===== src/logic/riscv_defs.svh =====
`ifndef RISCV_DEFS_SVH
`define RISCV_DEFS_SVH

// data path and address width
`define XLEN 32

// architectural register file
`define REG_COUNT 32
`define REG_ADDR_W 5

// byte lanes on the memory bus
`define WSTRB_W 4

// first fetch after reset
`define RESET_PC 32'h0000_0000

// every instruction is one full word
`define INSTR_BYTES 32'd4

`endif


===== src/logic/riscv_pkg.sv =====
`default_nettype none
`include "riscv_defs.svh"

package riscv_pkg;

  typedef logic [`XLEN-1:0] word_t;
  typedef logic [`REG_ADDR_W-1:0] reg_addr_t;
  typedef logic [`WSTRB_W-1:0] strb_t;

  // encoding matches funct3[1:0] of loads and stores
  typedef enum logic [1:0] {
    size_byte = 2'b00,
    size_half = 2'b01,
    size_word = 2'b10
  } mem_size_t;

  typedef enum logic [3:0] {
    alu_add, alu_sub, alu_sll, alu_slt, alu_sltu,
    alu_xor, alu_srl, alu_sra, alu_or, alu_and
  } alu_op_t;

  typedef enum logic [2:0] {
    br_eq, br_ne, br_lt, br_ge, br_ltu, br_geu
  } branch_cond_t;

  typedef enum logic [3:0] {
    class_lui, class_auipc, class_jal, class_jalr, class_branch,
    class_load, class_store, class_alu, class_invalid
  } instr_class_t;

  typedef struct packed {
    instr_class_t iclass;
    alu_op_t      alu_op;
    branch_cond_t cond;
    reg_addr_t    rd;
    reg_addr_t    rs1;
    reg_addr_t    rs2;
    word_t        imm;
    logic         use_imm;
    mem_size_t    size;
    logic         load_unsigned;
  } decoded_t;

endpackage

`default_nettype wire


===== src/logic/mem_req_if.sv =====
`timescale 1ns/100ps
`default_nettype none

interface mem_req_if
  import riscv_pkg::*;
();

  logic      start;
  logic      fetch;
  logic      store;
  mem_size_t size;
  logic      is_unsigned;
  word_t     addr;
  word_t     wdata;
  logic      done;
  word_t     rdata;

  modport ctrl (output start, fetch, store, size, is_unsigned, addr, wdata, input done, rdata);
  modport port (input start, fetch, store, size, is_unsigned, addr, wdata, output done, rdata);

endinterface

`default_nettype wire


===== src/logic/alu.sv =====
`timescale 1ns/100ps
`default_nettype none

module alu
  import riscv_pkg::*;
(
  input  alu_op_t      op,
  input  word_t        a,
  input  word_t        b,
  input  branch_cond_t cond,
  output word_t        result,
  output logic         taken
);

  logic lt_s;
  logic lt_u;
  logic eq;

  assign lt_s = $signed(a) < $signed(b);
  assign lt_u = a < b;
  assign eq = a == b;

  always_comb begin
    case (op)
      alu_sub: result = a - b;
      alu_sll: result = a << b[4:0];
      alu_slt: result = word_t'(lt_s);
      alu_sltu: result = word_t'(lt_u);
      alu_xor: result = a ^ b;
      alu_srl: result = a >> b[4:0];
      alu_sra: result = $signed(a) >>> b[4:0];
      alu_or: result = a | b;
      alu_and: result = a & b;
      default: result = a + b;
    endcase
  end

  always_comb begin
    case (cond)
      br_ne: taken = !eq;
      br_lt: taken = lt_s;
      br_ge: taken = !lt_s;
      br_ltu: taken = lt_u;
      br_geu: taken = !lt_u;
      default: taken = eq;
    endcase
  end

endmodule

`default_nettype wire


===== src/logic/core_ctrl.sv =====
`timescale 1ns/100ps
`default_nettype none
`include "riscv_defs.svh"

module core_ctrl
  import riscv_pkg::*;
(
  input  logic      clk,
  input  logic      reset,
  mem_req_if.ctrl   mem,
  output word_t     instr,
  input  decoded_t  dec,
  output alu_op_t   alu_op,
  output word_t     alu_a,
  output word_t     alu_b,
  input  word_t     alu_result,
  input  logic      branch_taken,
  output reg_addr_t rs1_addr,
  output reg_addr_t rs2_addr,
  input  word_t     rs1_data,
  input  word_t     rs2_data,
  output logic      rd_we,
  output reg_addr_t rd_addr,
  output word_t     rd_data,
  output logic      trap
);

  typedef enum logic [2:0] {
    st_fetch, st_wait_fetch, st_decode, st_exec, st_wait_mem, st_writeback, st_trap
  } state_t;

  state_t state;
  word_t  pc;
  word_t  next_pc;
  word_t  op_a;
  word_t  op_b;
  word_t  pc_target;
  word_t  wb_data;
  word_t  link;
  word_t  ls_addr;
  word_t  jump_target;
  logic   is_jump;
  logic   is_mem;
  logic   ls_misaligned;
  logic   target_misaligned;
  logic   exec_fault;
  logic   mem_go;
  logic   writes_rd;

  assign link = pc + `INSTR_BYTES;
  assign ls_addr = op_a + dec.imm;
  // jalr drops bit 0 of its sum, jal and branches use pc + imm
  assign jump_target = (dec.iclass == class_jalr) ? {ls_addr[`XLEN-1:1], 1'b0} : pc_target;
  assign target_misaligned = jump_target[1:0] != 2'b00;

  assign is_jump = (dec.iclass == class_jal) || (dec.iclass == class_jalr);
  assign is_mem = (dec.iclass == class_load) || (dec.iclass == class_store);
  assign ls_misaligned = (dec.size == size_word) ? (ls_addr[1:0] != 2'b00) :
                         (dec.size == size_half) ? ls_addr[0] : 1'b0;

  assign exec_fault = (dec.iclass == class_invalid) ||
                      (is_jump && target_misaligned) ||
                      (dec.iclass == class_branch && branch_taken && target_misaligned) ||
                      (is_mem && ls_misaligned);

  assign mem_go = (state == st_exec) && is_mem && !ls_misaligned;
  assign writes_rd = (dec.iclass != class_branch) && (dec.iclass != class_store) &&
                     (dec.iclass != class_invalid);

  assign rs1_addr = dec.rs1;
  assign rs2_addr = dec.rs2;
  assign rd_addr = dec.rd;
  assign rd_we = (state == st_writeback) && writes_rd;
  assign rd_data = wb_data;

  assign alu_op = dec.alu_op;
  assign alu_a = op_a;
  assign alu_b = dec.use_imm ? dec.imm : op_b;

  assign mem.start = (state == st_fetch) || mem_go;
  assign mem.fetch = state == st_fetch;
  assign mem.store = mem_go && (dec.iclass == class_store);
  assign mem.size = dec.size;
  assign mem.is_unsigned = dec.load_unsigned;
  assign mem.addr = (state == st_fetch) ? pc : ls_addr;
  assign mem.wdata = op_b;

  always_ff @(posedge clk) begin
    if (reset) begin
      state <= st_fetch;
      pc <= `RESET_PC;
      trap <= 1'b0;
    end else begin
      case (state)
        st_fetch: state <= st_wait_fetch;
        st_wait_fetch: if (mem.done) state <= st_decode;
        st_decode: state <= st_exec;
        st_exec: begin
          if (exec_fault) begin
            state <= st_trap;
            trap <= 1'b1;
          end else begin
            state <= is_mem ? st_wait_mem : st_writeback;
          end
        end
        st_wait_mem: if (mem.done) state <= st_writeback;
        st_writeback: begin
          pc <= next_pc;
          state <= st_fetch;
        end
        // halted until reset
        default: state <= st_trap;
      endcase
    end
  end

  always_ff @(posedge clk) begin
    if (state == st_wait_fetch && mem.done) instr <= mem.rdata;
    if (state == st_decode) begin
      op_a <= rs1_data;
      op_b <= rs2_data;
      pc_target <= pc + dec.imm;
    end
    if (state == st_exec) begin
      next_pc <= link;
      case (dec.iclass)
        class_lui: wb_data <= dec.imm;
        class_auipc: wb_data <= pc_target;
        class_jal, class_jalr: begin
          wb_data <= link;
          next_pc <= jump_target;
        end
        class_branch: if (branch_taken) next_pc <= jump_target;
        default: wb_data <= alu_result;
      endcase
    end
    if (state == st_wait_mem && mem.done) wb_data <= mem.rdata;
  end

endmodule

`default_nettype wire


===== src/logic/instr_decode.sv =====
`timescale 1ns/100ps
`default_nettype none

module instr_decode
  import riscv_pkg::*;
(
  input  word_t    instr,
  output decoded_t dec
);

  logic [6:0] opcode;
  logic [2:0] funct3;
  logic       f7_zero;
  logic       f7_alt;
  logic       shift_op;
  logic       alu_ok;
  word_t      imm_i;
  word_t      imm_s;
  word_t      imm_b;
  word_t      imm_u;
  word_t      imm_j;

  assign opcode = instr[6:0];
  assign funct3 = instr[14:12];
  assign f7_zero = instr[31:25] == 7'b0000000;
  assign f7_alt = instr[31:25] == 7'b0100000;

  assign imm_i = {{20{instr[31]}}, instr[31:20]};
  assign imm_s = {{20{instr[31]}}, instr[31:25], instr[11:7]};
  assign imm_b = {{20{instr[31]}}, instr[7], instr[30:25], instr[11:8], 1'b0};
  assign imm_u = {instr[31:12], 12'b0};
  assign imm_j = {{12{instr[31]}}, instr[19:12], instr[20], instr[30:21], 1'b0};

  // immediate shifts carry funct7 in the upper immediate bits
  assign shift_op = (funct3 == 3'b001) || (funct3 == 3'b101);
  assign alu_ok = opcode[5] ?
                  (f7_zero || (f7_alt && (funct3 == 3'b000 || funct3 == 3'b101))) :
                  (!shift_op || f7_zero || (f7_alt && funct3 == 3'b101));

  always_comb begin
    dec = '0;
    dec.iclass = class_invalid;
    dec.alu_op = alu_add;
    dec.cond = br_eq;
    dec.rd = instr[11:7];
    dec.rs1 = instr[19:15];
    dec.rs2 = instr[24:20];
    dec.imm = imm_i;
    dec.size = mem_size_t'(funct3[1:0]);
    dec.load_unsigned = funct3[2];
    case (opcode)
      7'b0110111: begin
        dec.iclass = class_lui;
        dec.imm = imm_u;
      end
      7'b0010111: begin
        dec.iclass = class_auipc;
        dec.imm = imm_u;
      end
      7'b1101111: begin
        dec.iclass = class_jal;
        dec.imm = imm_j;
      end
      7'b1100111: begin
        if (funct3 == 3'b000) dec.iclass = class_jalr;
      end
      7'b1100011: begin
        dec.imm = imm_b;
        case (funct3)
          3'b000: dec.cond = br_eq;
          3'b001: dec.cond = br_ne;
          3'b100: dec.cond = br_lt;
          3'b101: dec.cond = br_ge;
          3'b110: dec.cond = br_ltu;
          default: dec.cond = br_geu;
        endcase
        if (funct3[2:1] != 2'b01) dec.iclass = class_branch;
      end
      7'b0000011: begin
        if (funct3 != 3'b011 && funct3[2:1] != 2'b11) dec.iclass = class_load;
      end
      7'b0100011: begin
        dec.imm = imm_s;
        if (funct3 == 3'b000 || funct3 == 3'b001 || funct3 == 3'b010) begin
          dec.iclass = class_store;
        end
      end
      7'b0010011, 7'b0110011: begin
        dec.use_imm = !opcode[5];
        case (funct3)
          3'b000: dec.alu_op = (opcode[5] && f7_alt) ? alu_sub : alu_add;
          3'b001: dec.alu_op = alu_sll;
          3'b010: dec.alu_op = alu_slt;
          3'b011: dec.alu_op = alu_sltu;
          3'b100: dec.alu_op = alu_xor;
          3'b101: dec.alu_op = f7_alt ? alu_sra : alu_srl;
          3'b110: dec.alu_op = alu_or;
          default: dec.alu_op = alu_and;
        endcase
        if (alu_ok) dec.iclass = class_alu;
      end
      // ecall, ebreak, fence and anything else fall through as invalid
      default: dec.iclass = class_invalid;
    endcase
  end

endmodule

`default_nettype wire


===== src/logic/mem_port.sv =====
`timescale 1ns/100ps
`default_nettype none
`include "riscv_defs.svh"

module mem_port
  import riscv_pkg::*;
(
  input  logic    clk,
  input  logic    reset,
  mem_req_if.port mem,
  output logic    mem_valid,
  output logic    mem_instr,
  input  logic    mem_ready,
  output word_t   mem_addr,
  output word_t   mem_wdata,
  output strb_t   mem_wstrb,
  input  word_t   mem_rdata
);

  logic [1:0] lane;
  mem_size_t  size_q;
  logic       unsigned_q;
  logic       accept;
  logic       fire;
  logic       ext;
  word_t      lane_data;
  word_t      load_data;
  word_t      wdata_rep;
  strb_t      strb;

  assign accept = mem.start && !mem_valid;
  assign fire = mem_valid && mem_ready;

  // stores go out replicated, the strobes pick the lanes
  always_comb begin
    case (mem.size)
      size_byte: begin
        wdata_rep = {`WSTRB_W{mem.wdata[7:0]}};
        strb = strb_t'(1) << mem.addr[1:0];
      end
      size_half: begin
        wdata_rep = {(`WSTRB_W/2){mem.wdata[15:0]}};
        strb = strb_t'(2'b11) << {mem.addr[1], 1'b0};
      end
      default: begin
        wdata_rep = mem.wdata;
        strb = {`WSTRB_W{1'b1}};
      end
    endcase
  end

  // bring the addressed lane down to bit 0, then extend
  assign lane_data = mem_rdata >> {lane, 3'b000};

  always_comb begin
    case (size_q)
      size_byte: begin
        ext = !unsigned_q && lane_data[7];
        load_data = {{(`XLEN-8){ext}}, lane_data[7:0]};
      end
      size_half: begin
        ext = !unsigned_q && lane_data[15];
        load_data = {{(`XLEN-16){ext}}, lane_data[15:0]};
      end
      default: begin
        ext = 1'b0;
        load_data = lane_data;
      end
    endcase
  end

  always_ff @(posedge clk) begin
    if (reset) begin
      mem_valid <= 1'b0;
      mem_instr <= 1'b0;
      mem_wstrb <= '0;
      mem.done <= 1'b0;
    end else begin
      mem.done <= fire;
      if (fire) begin
        mem_valid <= 1'b0;
        mem_wstrb <= '0;
      end else if (accept) begin
        mem_valid <= 1'b1;
        mem_instr <= mem.fetch;
        mem_wstrb <= mem.store ? strb : '0;
      end
    end
  end

  always_ff @(posedge clk) begin
    if (accept) begin
      mem_addr <= {mem.addr[`XLEN-1:2], 2'b00};
      mem_wdata <= wdata_rep;
      lane <= mem.addr[1:0];
      size_q <= mem.size;
      unsigned_q <= mem.is_unsigned;
    end
    if (fire) mem.rdata <= mem_instr ? mem_rdata : load_data;
  end

endmodule

`default_nettype wire


===== src/logic/reg_file.sv =====
`timescale 1ns/100ps
`default_nettype none
`include "riscv_defs.svh"

module reg_file
  import riscv_pkg::*;
(
  input  logic      clk,
  input  reg_addr_t rs1_addr,
  input  reg_addr_t rs2_addr,
  output word_t     rs1_data,
  output word_t     rs2_data,
  input  logic      we,
  input  reg_addr_t rd_addr,
  input  word_t     rd_data
);

  word_t regs [`REG_COUNT];

  always_ff @(posedge clk) begin
    if (we && rd_addr != '0) regs[rd_addr] <= rd_data;
  end

  // x0 is hardwired, its storage is never written
  assign rs1_data = (rs1_addr == '0) ? '0 : regs[rs1_addr];
  assign rs2_data = (rs2_addr == '0) ? '0 : regs[rs2_addr];

endmodule

`default_nettype wire


===== src/logic/riscv_core.sv =====
`timescale 1ns/100ps
`default_nettype none

module riscv_core
  import riscv_pkg::*;
(
  input  logic  clk,
  input  logic  reset,
  output logic  mem_valid,
  output logic  mem_instr,
  input  logic  mem_ready,
  output word_t mem_addr,
  output word_t mem_wdata,
  output strb_t mem_wstrb,
  input  word_t mem_rdata,
  output logic  trap
);

  word_t     instr;
  decoded_t  dec;
  alu_op_t   alu_op;
  word_t     alu_a;
  word_t     alu_b;
  word_t     alu_result;
  logic      branch_taken;
  reg_addr_t rs1_addr;
  reg_addr_t rs2_addr;
  word_t     rs1_data;
  word_t     rs2_data;
  logic      rd_we;
  reg_addr_t rd_addr;
  word_t     rd_data;

  mem_req_if mem_bus ();

  core_ctrl u_ctrl (
    .clk, .reset, .mem(mem_bus.ctrl), .instr, .dec, .alu_op, .alu_a, .alu_b,
    .alu_result, .branch_taken, .rs1_addr, .rs2_addr, .rs1_data, .rs2_data,
    .rd_we, .rd_addr, .rd_data, .trap
  );

  instr_decode u_decode (.instr, .dec);

  alu u_alu (
    .op(alu_op), .a(alu_a), .b(alu_b), .cond(dec.cond),
    .result(alu_result), .taken(branch_taken)
  );

  reg_file u_regs (
    .clk, .rs1_addr, .rs2_addr, .rs1_data, .rs2_data,
    .we(rd_we), .rd_addr, .rd_data
  );

  mem_port u_mem (
    .clk, .reset, .mem(mem_bus.port), .mem_valid, .mem_instr, .mem_ready,
    .mem_addr, .mem_wdata, .mem_wstrb, .mem_rdata
  );

endmodule

`default_nettype wire


===== config.mk =====
export PLATFORM = sky130hd
export DESIGN_NAME = riscv_core
export DESIGN_NICKNAME = d
export VERILOG_FILES = /design/src/logic/riscv_pkg.sv /design/src/logic/mem_req_if.sv /design/src/logic/alu.sv /design/src/logic/core_ctrl.sv /design/src/logic/instr_decode.sv /design/src/logic/mem_port.sv /design/src/logic/reg_file.sv /design/src/logic/riscv_core.sv
export VERILOG_INCLUDE_DIRS = /design/src /design/src/logic
export SDC_FILE = /design/constraint.sdc
export NUM_CORES = 2
export LEC_CHECK = 0
export BUFFER_PORTS_ARGS = -buffer_cell sky130_fd_sc_hd__buf_2
export CAP_MARGIN = 20
export CORE_UTILIZATION = 38
export DETAILED_ROUTE_END_ITERATION = 8
export PLACE_DENSITY = 0.55
export SLEW_MARGIN = 40
export SYNTH_ARGS = -nofsm -noshare
export SYNTH_HDL_FRONTEND = slang
export SYNTH_SLANG_ARGS = --single-unit

===== constraint.sdc =====
create_clock -name clk -period 14.9 [get_ports clk]
set_input_delay 2.98 -clock clk [delete_from_list [all_inputs] [get_ports clk]]
set_output_delay 2.98 -clock clk [all_outputs]
set_load 0.005 [all_outputs]

==> out/metrics.cfg <==
[placed_design]
dp.cells=7696
port_buffers=103
placed_area_um2=78500
dpl.hpwl_um=184300
gp_congestion=1.026

[setup_path]
worstPathMaxFanout=20
critical_path.startpoint=u_ctrl.instr[6]$_DFFE_PP_
worstReg2RegStart=u_ctrl.instr[6]$_DFFE_PP_
end_kind=register
r2r_cells=21
worstReg2RegEnd=u_ctrl.next_pc[14]$_DFFE_PP_
arrival_ns=8.13
cp-start-kind=register
crit_required_ns=15.46
r2r_setup_slack_ns=7.33
endpoint=u_ctrl.next_pc[14]$_DFFE_PP_
path_class=reg2reg

[synthesis]
postSynthAreaPerCell_um2=14.16
synth_edf_count=1315
yosysWarningCount=0
synth-main-ff-cell=edfxtp_1
synth_area_um2=73950
async_flop_share=0
yosysSeqAreaShare=0.5456
yosysUniqueCellTypes=93
synth_seq_cells=1358
postSynthCellCount=5221

[sta]
setup_viol=0
tightest_slew_ns=0.9579
relSlewSlack=0.3546
min_period_ns=7.570
rsz0062_at_grt=false
clock.fmax_mhz=132.1
hold_slack_ns=0.4436
skew_ns=0.07527
period_share=0.5081
tns_ns=0
hold_violations=0
slew_viol_final=0

[floorplanning]
rows=161
start_util=0.3832
fp.dieW_um=443.1
die_h_um=443.1
die_area_um2=196400
io_pins=106
core_um2=193000

[route]
drt-pass1-iter-count=6
remaining_drc_errors=0
wirelength_um=280800
drtIter0Drc=6669
viasPerCell=6.401
vias=51140
routedWlPerCell_um=35.15
antenna_left=0

[clock_network]
ctsHoldBuffers=0
h-tree-depth=4
post_cts_buffers=0
cts_sinks=1358
clkSlewWorstSetupHoldPaths_ns=0.06
cts_resized=0
cts_buffers=151
cts_tree=built
clkLatencyLatePin_ns=0.85
cts.path.max_buffers=3
root_buffer=clkbuf_16

[global_routing]
overflow=0
antenna_found_initial=9
grt_pass1_wl_um=390300
grt_pass1_vias=49880
grt_max_degree=108
grt_use_total=0.2815

[power_and_ir_drop]
total_power_mw=8.366
vdd_drop_max_mv=0.1226
p_leak_nw=28.19
power_density_nw_per_um2=99.92

[run]
cap_violations=0

[cells_and_area]
design_area_um2=83730
drive_above_1_share=0.2403
area_growth_pct=13.22
nets=5524
fill_cells=17310
final_cells=7989

[run_status]
status=finished clean

[hold_path]
hp-class=reg2reg

[registers in the layout, indices dropped and copies added (netlist names), 4 cells and up, named ones only]
signal	cells
u_ctrl.rd_data	32
u_mem.mem_wstrb	4
u_ctrl.next_pc	32
u_ctrl.mem.wdata	32
u_ctrl.instr	32
u_mem.mem_addr	30
u_regs.regs	1024
u_ctrl.pc	32
u_ctrl.pc_target	32
u_ctrl.alu_a	32
u_mem.mem_wdata	32
u_mem.mem.rdata	32
[layer usage]
layer / routed length (um) / vias up / part of all wire / GRT usage
li1: - / 21160 / - / -
met5: 8 / - / 0.000028 / 0
met4: 15430 / 2 / 0.055 / 0.1367
met2: 131200 / 2585 / 0.47 / 0.4451
met3: 22320 / 518 / 0.079 / 0.04567
met1: 111800 / 26880 / 0.40 / 0.3781
[through the flow]
stage | utilization | setup slack [ns]
final | 0.4338 | 7.330
after global routing | 0.4338 | 6.943
after CTS | 0.4328 | 7.510
after detailed placement | 0.4068 | 7.556
after global placement | 0.4032 | 7.695
after floorplan | - | 9.346
[report_power, final]
part	internal, mW	switching, mW	leakage, nW
Clock	2.13	1.66	2.43
Combinational	0.135	0.226	13.5
Sequential	4.19	0.0300	12.3
Total	6.45	1.91	28.2
[synth_stat cells, drive strengths merged (83+ instances only)]
| cell type | number | share of area |
|---|---|---|
| a21oi | 321 | 0.022 |
| buf | 109 | 0.0066 |
| clkbuf | 268 | 0.014 |
| edfxtp | 1315 | 0.53 |
| ha | 152 | 0.026 |
| inv | 143 | 0.0073 |
| mux2i | 132 | 0.018 |
| mux4 | 642 | 0.20 |
| nand2 | 388 | 0.020 |
| nand3 | 94 | 0.0064 |
| nor2 | 358 | 0.018 |
| nor3 | 83 | 0.0058 |
| o21ai | 238 | 0.016 |
[cells by family (layout without fill, tap and decap cells)]
group | after synthesis | count (layout) | synth area share
buffers and inverters | 522 | 728 | 0.02754
adders and majority gates | 156 | 156 | 0.02666
other | 1 | 37 | 0.00005071
muxes | 814 | 814 | 0.2195
xor gates and xnor gates | 113 | 113 | 0.01338
AOI/OAI and AO/OA | 1115 | 1115 | 0.09708
and+or+nand+nor | 1142 | 1142 | 0.07018
DFF | 1358 | 1358 | 0.5456
[placed cells by master, fill, tap and decap left out, types with 102 or more instances in the layout]
master / instances
ha_1: 152
buf_2: 102
mux2i_1: 130
edfxtp_1: 1315
a21oi_1: 320
mux4_2: 642
nand2_1: 388
o21ai_0: 219
nor2_1: 322
buf_4: 127
clkbuf_16: 151
inv_1: 139
[cell type report]
class,count,area [um2],area share
Inverter,145,545.5,0.006516
Timing Repair Buffer,304,2512,0.03001
Clock buffer,183,3909,0.04669
Clock inverter,96,1112,0.01329
Tap cell,2526,3161,0.03775
Sequential cell,1358,40350,0.4819
Antenna cell,3,7.507,0.00008966
Multi-Input combinational cell,3374,32130,0.3838
[how the worst min path moves through the flow]
stage | startpoint | end | cells past startpoint
3_5_place_dp | u_mem.mem.rdata[27]$_DFFE_PP_ | u_ctrl.instr[27]$_DFFE_PP_ | 0
5_1_grt | u_mem.mem.rdata[21]$_DFFE_PP_ | u_ctrl.instr[21]$_DFFE_PP_ | 0
3_3_place_gp | u_mem.mem.rdata[27]$_DFFE_PP_ | u_ctrl.instr[27]$_DFFE_PP_ | 0
2_1_floorplan | u_mem.mem.rdata[0]$_DFFE_PP_ | u_ctrl.instr[0]$_DFFE_PP_ | 0
4_1_cts | u_mem.mem.rdata[27]$_DFFE_PP_ | u_ctrl.instr[27]$_DFFE_PP_ | 0
6_report | u_mem.mem.rdata[27]$_DFFE_PP_ | u_ctrl.instr[27]$_DFFE_PP_ | 0
[critical path, cell delays in order, from the launching register on]
cell and delay (ns):
edfxtp_1 0.67, nor2b_1 0.09, buf_4 0.19, nand4_1 0.46, nand2_1 0.38, nor2_1 0.47
a21o_1 0.31, or2_2 0.57, o21a_1 0.23, inv_1 0.07, ha_1 0.43, nor4_1 0.60
nor4b_4 0.42, nand4_1 0.25, nor4_4 0.33, xnor2_1 0.17, o32a_1 0.18, o21ai_2 0.06
or3_1 0.33, nand3_1 0.55, mux2i_1 0.17, a221o_1 0.37
Note: power is estimated with default switching activity, not from simulation.
